File: config.mk
export PLATFORM = sky130hd
export DESIGN_NAME = eeprom_range_top
export DESIGN_NICKNAME = d
export VERILOG_FILES = /design/src/eeprom_range_pkg.sv /design/src/i2c_bit_engine.sv /design/src/i2c_byte_engine.sv /design/src/range_tracker.sv /design/src/scan_sequencer.sv /design/src/eeprom_range_top.sv
export VERILOG_INCLUDE_DIRS = /design/src
export SDC_FILE = /design/constraint.sdc
export NUM_CORES = 1
export LEC_CHECK = 0
export BUFFER_PORTS_ARGS = -buffer_cell sky130_fd_sc_hd__buf_2
export CORE_MARGIN = 3
export CORE_UTILIZATION = 61
export DETAILED_ROUTE_END_ITERATION = 8
export PLACE_DENSITY = 0.91
export SLEW_MARGIN = 40
export SYNTH_ARGS = -nofsm -noshare
export SYNTH_HDL_FRONTEND = slang
export SYNTH_SLANG_ARGS = --single-unit
File: constraint.sdc
create_clock -name clk -period 3.55 [get_ports clk]
set_input_delay 0.355 -clock clk [delete_from_list [all_inputs] [get_ports clk]]
set_output_delay 0.355 -clock clk [all_outputs]
set_load 0.05 [all_outputs]
File: src/eeprom_range_params.svh
`ifndef EEPROM_RANGE_PARAMS_SVH
`define EEPROM_RANGE_PARAMS_SVH

// Seven-bit slave address of the EEPROM on the bus.
`define EEPROM_DEVICE_ID 7'b1010001

// Word address that receives the max minus min result.
`define EEPROM_RESULT_ADDR 8'd255

`define EEPROM_DATA_W 8

// System clocks per quarter of an SCL period.
`define I2C_QUARTER_CYCLES 2

`endif

File: src/eeprom_range_pkg.sv
`include "eeprom_range_params.svh"

package eeprom_range_pkg;

	// One EEPROM word, used for both addresses and data.
	typedef logic [`EEPROM_DATA_W-1:0] byte_t;

	typedef enum logic [1:0]
	{
		BIT_START,
		BIT_STOP,
		BIT_WRITE,
		BIT_READ
	} bit_cmd_e;

	typedef enum logic [1:0]
	{
		OP_START,
		OP_STOP,
		OP_WRITE,
		OP_READ
	} byte_op_e;

	typedef enum logic [3:0]
	{
		IDLE, RD_START, RD_DEV_W, RD_WORD, RD_RESTART, RD_DEV_R, RD_DATA, RD_STOP,
		WR_START, WR_DEV_W, WR_WORD, WR_DATA, WR_STOP, DONE
	} scan_state_e;

endpackage

File: src/i2c_bit_engine.sv
`timescale 1ns/1ns
`include "eeprom_range_params.svh"

module i2c_bit_engine
(
	input  logic                        clk,
	input  logic                        rst,
	input  logic                        i_bit_valid,
	input  eeprom_range_pkg::bit_cmd_e  i_bit_cmd,
	input  logic                        i_tx_bit,
	input  logic                        i_sda,
	output logic                        o_bit_done,
	output logic                        o_rx_bit,
	output logic                        o_scl,
	output logic                        o_sda_out,
	output logic                        o_sda_oe
);
	import eeprom_range_pkg::*;

	localparam int TIMER_W = $clog2(`I2C_QUARTER_CYCLES + 1);

	logic               busy;
	logic [TIMER_W-1:0] timer;
	logic [1:0]         phase;
	logic               quarter_end;
	bit_cmd_e           cmd;
	logic               tx_bit;

	// Pad pattern {scl, sda_oe, sda_out} for one quarter of a command.
	function automatic logic [2:0] pad_pattern(input bit_cmd_e c, input logic [1:0] ph,
		input logic b);
		logic scl;
		logic oe;
		logic sda;
		scl = (ph == 2'd1) || (ph == 2'd2); // SCL is high in the middle quarters.
		oe = 1'b1;
		sda = b;
		case (c)
			BIT_START:
			begin
				sda = (ph < 2'd2); // SDA falls while SCL is high.
			end
			BIT_STOP:
			begin
				scl = (ph != 2'd0);
				oe = (ph != 2'd3); // Release the line once the STOP is on the bus.
				sda = (ph >= 2'd2);
			end
			BIT_READ:
			begin
				oe = 1'b0;
				sda = 1'b1;
			end
			default:
			begin
				sda = b;
			end
		endcase
		return {scl, oe, sda};
	endfunction

	assign quarter_end = (timer == TIMER_W'(`I2C_QUARTER_CYCLES - 1));
	assign o_bit_done = busy && (phase == 2'd3) && quarter_end;

	always_ff @(posedge clk)
	begin
		if (rst)
		begin
			busy <= 1'b0;
			timer <= '0;
			phase <= 2'd0;
			o_scl <= 1'b1;
			o_sda_oe <= 1'b0;
			o_sda_out <= 1'b1;
		end
		else if (!busy)
		begin
			if (i_bit_valid)
			begin
				busy <= 1'b1;
				timer <= '0;
				phase <= 2'd0;
				{o_scl, o_sda_oe, o_sda_out} <= pad_pattern(i_bit_cmd, 2'd0, i_tx_bit);
			end
		end
		else if (quarter_end)
		begin
			timer <= '0;
			phase <= phase + 2'd1;
			if (phase == 2'd3)
			begin
				busy <= 1'b0; // Pads hold their last level until the next command.
			end
			else
			begin
				{o_scl, o_sda_oe, o_sda_out} <= pad_pattern(cmd, phase + 2'd1, tx_bit);
			end
		end
		else
		begin
			timer <= timer + 1'b1;
		end
	end

	always_ff @(posedge clk)
	begin
		if (!busy && i_bit_valid)
		begin
			cmd <= i_bit_cmd;
			tx_bit <= i_tx_bit;
		end
		if (busy && (cmd == BIT_READ) && (phase == 2'd1) && quarter_end)
		begin
			o_rx_bit <= i_sda; // Sample point at the end of quarter 1.
		end
	end

	a_no_overlap: assert property (@(posedge clk) disable iff (rst) i_bit_valid |-> !busy);

endmodule

File: src/i2c_byte_engine.sv
`timescale 1ns/1ns
`include "eeprom_range_params.svh"

module i2c_byte_engine
(
	input  logic                        clk,
	input  logic                        rst,
	input  logic                        i_byte_valid,
	input  eeprom_range_pkg::byte_op_e  i_byte_op,
	input  eeprom_range_pkg::byte_t     i_tx_byte,
	input  logic                        i_send_ack,
	input  logic                        i_bit_done,
	input  logic                        i_rx_bit,
	output logic                        o_byte_done,
	output eeprom_range_pkg::byte_t     o_rx_byte,
	output logic                        o_bit_valid,
	output eeprom_range_pkg::bit_cmd_e  o_bit_cmd,
	output logic                        o_tx_bit
);
	import eeprom_range_pkg::*;

	// Bit index of the ninth bit, the ACK slot.
	localparam logic [3:0] ACK_IDX = 4'(`EEPROM_DATA_W);

	logic       busy;
	logic [3:0] idx;
	byte_op_e   op;
	byte_t      shreg;
	logic       ack_level;
	logic       last_bit;

	assign last_bit = (op == OP_START) || (op == OP_STOP) || (idx == ACK_IDX);
	assign o_byte_done = busy && i_bit_done && last_bit;
	assign o_rx_byte = shreg;

	always_ff @(posedge clk)
	begin
		if (rst)
		begin
			busy <= 1'b0;
			idx <= 4'd0;
			o_bit_valid <= 1'b0;
		end
		else
		begin
			o_bit_valid <= 1'b0;
			if (!busy)
			begin
				if (i_byte_valid)
				begin
					busy <= 1'b1;
					idx <= 4'd0;
					o_bit_valid <= 1'b1;
				end
			end
			else if (i_bit_done)
			begin
				if (last_bit)
				begin
					busy <= 1'b0;
				end
				else
				begin
					idx <= idx + 4'd1;
					o_bit_valid <= 1'b1;
				end
			end
		end
	end

	always_ff @(posedge clk)
	begin
		if (!busy && i_byte_valid)
		begin
			op <= i_byte_op;
			shreg <= i_tx_byte;
			ack_level <= !i_send_ack; // ACK is a low level, NACK a high one.
			o_tx_bit <= i_tx_byte[`EEPROM_DATA_W-1];
			case (i_byte_op)
				OP_START: o_bit_cmd <= BIT_START;
				OP_STOP:  o_bit_cmd <= BIT_STOP;
				OP_WRITE: o_bit_cmd <= BIT_WRITE;
				default:  o_bit_cmd <= BIT_READ;
			endcase
		end
		else if (busy && i_bit_done && !last_bit)
		begin
			// One shift serves both directions, MSB first.
			shreg <= {shreg[`EEPROM_DATA_W-2:0], i_rx_bit};
			o_tx_bit <= shreg[`EEPROM_DATA_W-2];
			if (idx == ACK_IDX - 4'd1)
			begin
				o_bit_cmd <= (op == OP_WRITE) ? BIT_READ : BIT_WRITE;
				o_tx_bit <= ack_level;
			end
		end
	end

endmodule

File: src/range_tracker.sv
`timescale 1ns/1ns

module range_tracker
(
	input  logic                     clk,
	input  logic                     rst,
	input  logic                     i_clear,
	input  logic                     i_sample_valid,
	input  eeprom_range_pkg::byte_t  i_sample,
	output eeprom_range_pkg::byte_t  o_diff
);
	import eeprom_range_pkg::*;

	byte_t min_val;
	byte_t max_val;
	byte_t next_min;
	byte_t next_max;
	logic  have_sample;

	always_comb
	begin
		next_min = min_val;
		next_max = max_val;
		if (!have_sample || (i_sample < min_val))
			next_min = i_sample;
		if (!have_sample || (i_sample > max_val))
			next_max = i_sample;
	end

	always_ff @(posedge clk)
	begin
		if (rst || i_clear)
		begin
			have_sample <= 1'b0;
			o_diff <= '0;
		end
		else if (i_sample_valid)
		begin
			have_sample <= 1'b1;
			o_diff <= next_max - next_min; // Built from the new extremes, so no extra cycle.
		end
	end

	always_ff @(posedge clk)
	begin
		if (i_sample_valid)
		begin
			min_val <= next_min;
			max_val <= next_max;
		end
	end

	a_min_le_max: assert property (@(posedge clk) disable iff (rst)
		have_sample |-> min_val <= max_val);

endmodule

File: src/scan_sequencer.sv
`timescale 1ns/1ns
`include "eeprom_range_params.svh"

module scan_sequencer
(
	input  logic                        clk,
	input  logic                        rst,
	input  logic                        i_start,
	input  eeprom_range_pkg::byte_t     i_first_addr,
	input  eeprom_range_pkg::byte_t     i_last_addr,
	input  logic                        i_byte_done,
	input  eeprom_range_pkg::byte_t     i_rx_byte,
	input  eeprom_range_pkg::byte_t     i_diff,
	output logic                        o_byte_valid,
	output eeprom_range_pkg::byte_op_e  o_byte_op,
	output eeprom_range_pkg::byte_t     o_tx_byte,
	output logic                        o_send_ack,
	output logic                        o_clear,
	output logic                        o_sample_valid,
	output eeprom_range_pkg::byte_t     o_sample,
	output logic                        o_busy,
	output logic                        o_done,
	output eeprom_range_pkg::byte_t     o_max_diff
);
	import eeprom_range_pkg::*;

	localparam byte_t DEV_WRITE = {`EEPROM_DEVICE_ID, 1'b0};
	localparam byte_t DEV_READ = {`EEPROM_DEVICE_ID, 1'b1};

	scan_state_e state;
	byte_t       cur_addr;
	byte_t       last_addr;

	always_ff @(posedge clk)
	begin
		if (rst)
		begin
			state <= IDLE;
			o_byte_valid <= 1'b0;
			o_clear <= 1'b0;
			o_sample_valid <= 1'b0;
			o_busy <= 1'b0;
			o_done <= 1'b0;
			o_max_diff <= '0;
		end
		else
		begin
			o_byte_valid <= 1'b0;
			o_clear <= 1'b0;
			o_sample_valid <= 1'b0;
			o_done <= 1'b0;
			case (state)
				IDLE:
				begin
					if (i_start)
					begin
						cur_addr <= i_first_addr;
						last_addr <= i_last_addr;
						o_busy <= 1'b1;
						o_clear <= 1'b1;
						o_byte_valid <= 1'b1;
						o_byte_op <= OP_START;
						state <= RD_START;
					end
				end
				RD_START, WR_START:
				begin
					if (i_byte_done)
					begin
						o_byte_valid <= 1'b1;
						o_byte_op <= OP_WRITE;
						o_tx_byte <= DEV_WRITE;
						state <= (state == RD_START) ? RD_DEV_W : WR_DEV_W;
					end
				end
				RD_DEV_W, WR_DEV_W:
				begin
					if (i_byte_done)
					begin
						o_byte_valid <= 1'b1;
						o_byte_op <= OP_WRITE;
						o_tx_byte <= (state == RD_DEV_W) ? cur_addr : `EEPROM_RESULT_ADDR;
						state <= (state == RD_DEV_W) ? RD_WORD : WR_WORD;
					end
				end
				RD_WORD:
				begin
					if (i_byte_done)
					begin
						o_byte_valid <= 1'b1;
						o_byte_op <= OP_START; // Repeated START turns the bus around.
						state <= RD_RESTART;
					end
				end
				RD_RESTART:
				begin
					if (i_byte_done)
					begin
						o_byte_valid <= 1'b1;
						o_byte_op <= OP_WRITE;
						o_tx_byte <= DEV_READ;
						state <= RD_DEV_R;
					end
				end
				RD_DEV_R:
				begin
					if (i_byte_done)
					begin
						o_byte_valid <= 1'b1;
						o_byte_op <= OP_READ;
						o_send_ack <= (cur_addr != last_addr);
						state <= RD_DATA;
					end
				end
				RD_DATA:
				begin
					if (i_byte_done)
					begin
						o_sample_valid <= 1'b1;
						o_sample <= i_rx_byte;
						o_byte_valid <= 1'b1;
						if (cur_addr == last_addr)
						begin
							o_byte_op <= OP_STOP;
							state <= RD_STOP;
						end
						else
						begin
							// The EEPROM advances its own pointer in a sequential read.
							cur_addr <= cur_addr + 1'b1;
							o_byte_op <= OP_READ;
							o_send_ack <= (byte_t'(cur_addr + 1'b1) != last_addr);
						end
					end
				end
				RD_STOP:
				begin
					if (i_byte_done)
					begin
						o_byte_valid <= 1'b1;
						o_byte_op <= OP_START;
						state <= WR_START;
					end
				end
				WR_WORD:
				begin
					if (i_byte_done)
					begin
						o_byte_valid <= 1'b1;
						o_byte_op <= OP_WRITE;
						o_tx_byte <= i_diff;
						state <= WR_DATA;
					end
				end
				WR_DATA:
				begin
					if (i_byte_done)
					begin
						o_max_diff <= i_diff;
						o_byte_valid <= 1'b1;
						o_byte_op <= OP_STOP;
						state <= WR_STOP;
					end
				end
				WR_STOP:
				begin
					if (i_byte_done)
					begin
						o_busy <= 1'b0;
						o_done <= 1'b1;
						state <= DONE;
					end
				end
				default:
				begin
					state <= IDLE;
				end
			endcase
		end
	end

	a_range_order: assert property (@(posedge clk) disable iff (rst)
		(state == IDLE && i_start) |-> (i_last_addr >= i_first_addr));

endmodule

File: src/eeprom_range_top.sv
`timescale 1ns/1ns

module eeprom_range_top
(
	input  logic                     clk,
	input  logic                     rst,
	input  logic                     i_start,
	input  eeprom_range_pkg::byte_t  i_first_addr,
	input  eeprom_range_pkg::byte_t  i_last_addr,
	input  logic                     i_sda,
	output logic                     o_scl,
	output logic                     o_sda_out,
	output logic                     o_sda_oe,
	output logic                     o_busy,
	output logic                     o_done,
	output eeprom_range_pkg::byte_t  o_max_diff
);
	import eeprom_range_pkg::*;

	logic     byte_valid;
	byte_op_e byte_op;
	byte_t    tx_byte;
	logic     send_ack;
	logic     byte_done;
	byte_t    rx_byte;
	logic     bit_valid;
	bit_cmd_e bit_cmd;
	logic     tx_bit;
	logic     bit_done;
	logic     rx_bit;
	logic     clear;
	logic     sample_valid;
	byte_t    sample;
	byte_t    diff_val;

	scan_sequencer u_scan_sequencer
	(
		.clk            (clk),
		.rst            (rst),
		.i_start        (i_start),
		.i_first_addr   (i_first_addr),
		.i_last_addr    (i_last_addr),
		.i_byte_done    (byte_done),
		.i_rx_byte      (rx_byte),
		.i_diff         (diff_val),
		.o_byte_valid   (byte_valid),
		.o_byte_op      (byte_op),
		.o_tx_byte      (tx_byte),
		.o_send_ack     (send_ack),
		.o_clear        (clear),
		.o_sample_valid (sample_valid),
		.o_sample       (sample),
		.o_busy         (o_busy),
		.o_done         (o_done),
		.o_max_diff     (o_max_diff)
	);

	i2c_byte_engine u_i2c_byte_engine
	(
		.clk          (clk),
		.rst          (rst),
		.i_byte_valid (byte_valid),
		.i_byte_op    (byte_op),
		.i_tx_byte    (tx_byte),
		.i_send_ack   (send_ack),
		.i_bit_done   (bit_done),
		.i_rx_bit     (rx_bit),
		.o_byte_done  (byte_done),
		.o_rx_byte    (rx_byte),
		.o_bit_valid  (bit_valid),
		.o_bit_cmd    (bit_cmd),
		.o_tx_bit     (tx_bit)
	);

	i2c_bit_engine u_i2c_bit_engine
	(
		.clk         (clk),
		.rst         (rst),
		.i_bit_valid (bit_valid),
		.i_bit_cmd   (bit_cmd),
		.i_tx_bit    (tx_bit),
		.i_sda       (i_sda),
		.o_bit_done  (bit_done),
		.o_rx_bit    (rx_bit),
		.o_scl       (o_scl),
		.o_sda_out   (o_sda_out),
		.o_sda_oe    (o_sda_oe)
	);

	range_tracker u_range_tracker
	(
		.clk            (clk),
		.rst            (rst),
		.i_clear        (clear),
		.i_sample_valid (sample_valid),
		.i_sample       (sample),
		.o_diff         (diff_val)
	);

endmodule

# Word-level counts from Yosys, hierarchy flattened
# Cells that the tools add are included.
totals:
  register_bits: 109
classes:
  n_addsub: 5
  order_cmp: 4
  eq_ne: 50
  mux: 91
  bitwise_logic: 4
  reduce_logical: 58
ops:
  columns: ["cell", "count"]
  rows:
  - ["8-bit 2-to-1 mux", 12]
  - ["4-bit 2-to-1 mux", 18]
  - ["4-bit one-hot mux with 11 select lines", 1]
  - ["1-bit 2-to-1 mux", 35]
  - ["2-bit inequality test, second input constant", 16]
  - ["8-bit one-hot mux with 4 select lines", 1]
  - ["2-bit 2-to-1 mux", 15]
  - ["4-bit equality test, second input constant", 6]
  - ["4-bit by 3-bit equality test with 1-bit output, second input constant", 5]
  - ["8-bit inequality test", 2]
  - ["8-bit one-hot mux with 2 select lines", 1]
  - ["2-bit nonzero test", 8]
  - ["3-bit AND reduction", 5]
  - ["2-bit by 1-bit equality test with 1-bit output, second input constant", 7]
  - ["2-bit OR reduction", 7]
  - ["2-bit equality test, second input constant", 6]
  - ["2-bit one-hot mux with 6 select lines", 1]
  - ["12-bit AND reduction", 1]
  - ["11-bit OR reduction", 1]
  - ["1-bit logical AND", 10]
  - ["1-bit one-hot mux with 2 select lines", 5]
  - ["5-bit AND reduction", 2]
  - ["8-bit by 1-bit adder with 8-bit output, second input constant", 1]
  - ["4-bit by 2-bit equality test with 1-bit output, second input constant", 2]
  - ["23 further kinds", 44]

# Depth between registers and ports, before layout
depth:
  depth_word: 7
  mapped_depth: 18
  mapped_depth_nobuf: 17

# Cells and area by module
# Synthesis repeated with hierarchy kept, for this count alone.
hier_totals:
  cells_unflattened: 563
  area_unflattened_um2: 5889.4
by_module_without_submodules:
  columns: ["mod", "instances", "cells_each", "area_per_inst_um2", "seq_area_each_um2"]
  rows:
  - ["scan_sequencer", 1, 240, 2575.0, 1391.3]
  - ["range_tracker", 1, 174, 1805.5, 660.6]
  - ["i2c_byte_engine", 1, 90, 907.1, 540.5]
  - ["i2c_bit_engine", 1, 59, 601.8, 280.3]

# Worst setup path after synthesis
# No wires, ideal clock.
synth_timing:
  path_kind: "register -> register"
  start: "reg u_scan_sequencer.o_sample[7]"
  end: "reg u_range_tracker.o_diff[6]"
  setup_time_ps: 70
  arrival_time_ps: 3149
  setup_slack_ps: 331
  path_stages_with_launch: 16
  path_buffers: 1
  cell_sequence: "edfxtp_1 ha_1 and4_1 o31a_1 nand2_1 buf_2 a21oi_1 ha_1 fa_1 nor2b_1 o21ai_1 a21boi_1 o21a_1 nor3_1 nand3b_1 a21oi_1"
synth_via:
  elab_chain_cells: 4
  word_cells_on_any_way: 7
  cone_classes: "add/sub: 1; order compare: 2; mux: 2; reduce/logical: 2"
synth_rtl:
  columns: ["item", "line", "source"]
  rows:
  - ["start, declared", "scan_sequencer.sv:20", "output eeprom_range_pkg::byte_t o_sample,"]
  - ["start signal, assigned", "scan_sequencer.sv:120", "o_sample <= i_rx_byte;"]
  - ["8-bit > comparator or 8-bit less-than comparator (tied branches)", "range_tracker.sv:26, range_tracker.sv:24", null]
  - ["1-bit logical OR, on equally long branches", "range_tracker.sv:26, range_tracker.sv:24", null]
  - ["8-bit 2-to-1 mux, on equally long branches", "range_tracker.sv:26, range_tracker.sv:24", null]
  - ["8-bit subtractor (*)", "range_tracker.sv:40", "o_diff <= next_max - next_min;"]
  - ["end signal, assigned", "range_tracker.sv:40", null]
  - ["end, declared", "range_tracker.sv:10", "output eeprom_range_pkg::byte_t o_diff"]
# Mark *: on every way between the ends. The rest lies on a longest branch, timed or not.
# A chain may end at the register's enable or synchronous reset.

# Final worst setup path
layout_timing:
  start: "reg u_scan_sequencer.o_sample[7]"
  end: "reg u_range_tracker.o_diff[7]"
layout_via:
  elab_chain_cells: 4
  word_cells_on_any_way: 7
  cone_classes: "add/sub: 1; order compare: 2; mux: 2; reduce/logical: 2"
layout_rtl:
  columns: ["item", "line", "source"]
  rows:
  - ["8-bit > comparator", "range_tracker.sv:26", "if (!have_sample || (i_sample > max_val))"]
  - ["1-bit logical OR", "range_tracker.sv:26", null]
  - ["8-bit 2-to-1 mux", "range_tracker.sv:26", null]
  - ["named net u_range_tracker.next_max[3]", "range_tracker.sv:17", "byte_t next_max;"]
  - ["8-bit subtractor", "range_tracker.sv:40", null]
# The timed path passes the listed nets, and every way through them passes these cells.

==> impl_results.md <==
- Worst r2r dst: u_range_tracker.o_diff[7]
- Initial core utilization: 64.2%
- Clk_skew: 0.0146 ns
- Drt pass-1 iters: 7
- Critical Path End: u_range_tracker.o_diff[7]
- Synth Area in Compound Gates: 12.6%
- Global-route wire length before repair: ~20000 µm
- Area growth syn-to-layout: 10.2%
- Max Buffers Root-to-Sink: 2
- Synth Area in XOR/XNOR: around 3.2%
- WL final: 12800 µm
- Main synth FF type: edfxtp_1
- Post-synth cell types: 64
- Synthesized instance count: 566
- Worst Reg-to-Reg Cells: 12
- Die height: 103 µm
- Root Buffer: clkbuf_8
- Cell Area, Synth: 5740 µm²
- Worst skew pair latency: 0.39 ns
- Area after DPL: about 6000 µm²
- Least-Margin Pin Slew: about 0.8 ns
- Slew Viols, Final: 0
- Clock tree sinks: 109
- Worst min-delay path class: input pin to flip-flop
- Count of input and output buffers: 32
- Final setup fails: 0
- Register bit count reported by yosys: approximately 110
- Largest fanout on the critical path: 7
- Max-slew headroom: 46.6%
- CP Launch Type: flip-flop
- Total number of vias: 4385
- Max Cap Viol: 0
- Crit path kind: flip-flop to flip-flop
- FILL cells: between 600 and 700
- Core Region: 8930 µm²
- Critical Path Start: u_scan_sequencer.o_sample[7]
- Simple logic cell fraction of the synthesized area: 16.6%
- Antenna diode count: 0
- Fin crit period: 3.53 ns
- # rows: 34
- Max Clk Rate: 0.283 GHz
- Nets: 654
- Maximum VDD drop: 0.000197 V
- PD cells: 381 nW/µm²
- Die area: 10600 µm²
- CTS Buf Count: 9
- Leakage power: 0.00247 µW
- Remaining DRCs: 0
- Async S/R FF share, synth: 0%
- GRT Total Usage: about a quarter
- Net Count, Synth: 618
- Post-route cell area: 6320 µm²
- R2R Path Start: u_scan_sequencer.o_sample[7]
- Gpl congestion: a little under 1
- IO Pins: 33
- Hold buffer count at CTS: 0
- Largest family of logic cells by synthesized area: simple AND/OR/NAND/NOR gates
- Post-synth EDFFs: 69
- Flop2flop setup slack: 0.02 ns
- CTS tree: done
- Largest net degree at the start of global routing: 38
- DIE WIDTH: 103 µm
- Clock transition at path regs: 0.10 ns
- Sequential share of the synthesized area: between 50% and 60%
- Required time worst endpoint: 3.86 ns
- Hold Vio Cnt, Final: 0
- DRT iter0 DRCs: 374
- Number of vias per cell: 6.13
- Number of global-route vias before repair: ~4200
- Period Utilization, post-route: 99.4%
- Hold slack: ~0.14 ns
- Critical Path Sink Type: flip-flop
- WL/cell: 17.9 µm
- Initial antenna violation count: 0
- Post-synthesis mux area share: roughly 5.9%
- Layout cells sized above 1: 15.2%
- Final HPWL DP: ~8700 µm
- Yosys warnings: 0
- Post-Synth Adder-Cell Area: 7.11%
- Crit path DAT: approximately 3.8 ns
- Mean Syn Cell Area: around 10 µm²
- Remaining global-route overflow: 0
- Status: complete, no violations
- H-tree levels: 3
- Antenna Nets Post-Route: 0
-- layout make-up --
type / instances / area [µm²] / share of cell area (%)
inverters: 42 / 158 / 2.49
clock buffers: 13 / 164 / 2.59
well taps: 108 / 135 / 2.14
flip-flops and latches: 109 / 2870 / 45.4
clock inverters: 3 / 17.5 / 0.277
repair buffers: 49 / 288 / 4.55
multi-input cells: 391 / 2690 / 42.5
-- sequential cells by signal, indices dropped and copies added (netlist names), 2 cells and up, named ones only --
signal                       cells
u_scan_sequencer.o_sample        8
u_scan_sequencer.o_byte_op       2
u_i2c_bit_engine.cmd             2
u_i2c_byte_engine.o_rx_byte      8
u_scan_sequencer.state           4
u_scan_sequencer.o_max_diff      8
u_i2c_byte_engine.op             2
u_i2c_byte_engine.o_bit_cmd      2
u_scan_sequencer.last_addr       8
u_range_tracker.min_val          8
u_i2c_bit_engine.phase           2
u_i2c_byte_engine.idx            4
u_range_tracker.max_val          7
u_scan_sequencer.cur_addr        8
u_scan_sequencer.o_tx_byte       8
u_i2c_bit_engine.timer           2
u_range_tracker.o_diff           8
-- critical path: stages, from the launching register on --
cell and delay, ns:
edfxtp_1 0.50, ha_1 0.37, and4_1 0.24, o31a_1 0.36, nand2_4 0.16, mux2_1 0.38, ha_1 0.36, o21ai_0 0.21
a21oi_1 0.07, nor2_1 0.20, a21oi_1 0.14, a2111o_1 0.30, a31oi_1 0.16
-- cell families after synthesis --
family	count (synthesis)
multiplexers	33
buffers and inverters	66
flip-flops	109
XOR/XNOR	21
AND/OR/NAND/NOR	198
adder cells (fa/ha/maj)	32
AO/OA/AOI/OAI	107
-- through the flow --
stage / TNS, ns / utilization (%) / cells / power (µW) / setup WS [ns]
global route: -0.0874 / 70.8 / 715 / 2500 / -0.0438
CTS: 0 / 69.0 / 704 / 2410 / 0.0110
floorplan: 0 / - / 566 / 1650 / 0.331
finish: 0 / 70.8 / 715 / 2410 / 0.0197
global placement: 0 / 66.9 / 688 / 1700 / 0.233
detailed placement: -0.0386 / 66.9 / 688 / 1710 / -0.0386
-- metal layers --
| metal | GRT usage (%) | wire [µm] |
|---|---|---|
| met1 | 28.9 | 4960 |
| met4 | 9.26 | 294 |
| met3 | 4.67 | 873 |
| met5 | 0 | 0 |
| met2 | 42.6 | 6690 |
-- Yosys cell counts, types with 3 or more instances --
cell | instances | area [µm²]
mux2i_1 | 25 | 250
a221oi_1 | 3 | 26.3
o21ai_1 | 10 | 50.1
nand2b_1 | 8 | 50.1
xnor2_1 | 8 | 70.1
a211oi_1 | 6 | 45.0
xor2_1 | 13 | 114
o211ai_1 | 3 | 22.5
a31oi_1 | 6 | 37.5
nor2b_1 | 13 | 81.3
buf_2 | 4 | 20.0
o21ai_0 | 21 | 105
clkbuf_1 | 16 | 60.1
nand3_1 | 8 | 40.0
a22oi_1 | 6 | 45.0
ha_1 | 31 | 388
nor3_1 | 7 | 35.0
nand2_1 | 58 | 218
nand4_1 | 5 | 31.3
nor2_1 | 73 | 274
mux2_1 | 7 | 78.8
inv_2 | 4 | 15.0
dfxtp_1 | 40 | 801
nand3b_1 | 3 | 22.5
and3_1 | 5 | 31.3
inv_1 | 38 | 143
a21oi_1 | 27 | 135
edfxtp_1 | 69 | 2070
a21o_1 | 6 | 45.0
-- layout by cell type (no fill, tap or decap), types with 4 or more instances in the layout --
| master | count |
|---|---|
| mux2_1 | 7 |
| inv_2 | 4 |
| o21ai_1 | 9 |
| nand2_1 | 57 |
| o21ai_0 | 21 |
| xnor2_1 | 8 |
| buf_4 | 17 |
| a211oi_1 | 5 |
| nand4_1 | 5 |
| a21oi_1 | 26 |
| edfxtp_1 | 69 |
| nor3_1 | 7 |
| clkbuf_8 | 9 |
| buf_2 | 32 |
| a21o_1 | 6 |
| inv_1 | 38 |
| a31oi_1 | 6 |
| nand3_1 | 8 |
| ha_1 | 28 |
| nor2b_1 | 11 |
| and3_1 | 5 |
| mux2i_1 | 24 |
| a22oi_1 | 6 |
| xor2_1 | 13 |
| dfxtp_1 | 40 |
| nand2b_1 | 8 |
| nor2_1 | 72 |
-- how the worst min path moves through the flow --
stage	from	to	slack, ns	depth (start not counted)
floorplan	u_i2c_byte_engine.o_rx_byte[7]	u_scan_sequencer.o_sample[7]	0.40	0
global placement	u_scan_sequencer.o_byte_op[1]	u_i2c_byte_engine.op[1]	0.42	0
CTS	i_last_addr[1]	u_scan_sequencer.last_addr[1]	0.14	1
finish	i_sda	u_i2c_bit_engine.o_rx_bit	0.14	1
detailed placement	u_i2c_byte_engine.o_tx_bit	u_i2c_bit_engine.tx_bit	0.43	0
global route	i_sda	u_i2c_bit_engine.o_rx_bit	0.13	1
-- where the power goes --
part | switching, µW | internal [µW] | leakage [µW]
combinational | 151 | 87.5 | 0.00142
sequential | 47.1 | 1400 | 0.000955
clock | 413 | 307 | 0.0000968
-- repair_timing --
item                       in CTS  in global routing
setup endpoints to repair       2                  4
resized for setup               2                 13
pin swaps                       0                  3
setup buffers                   0                 11
Note: power is estimated with default switching activity, not from simulation.
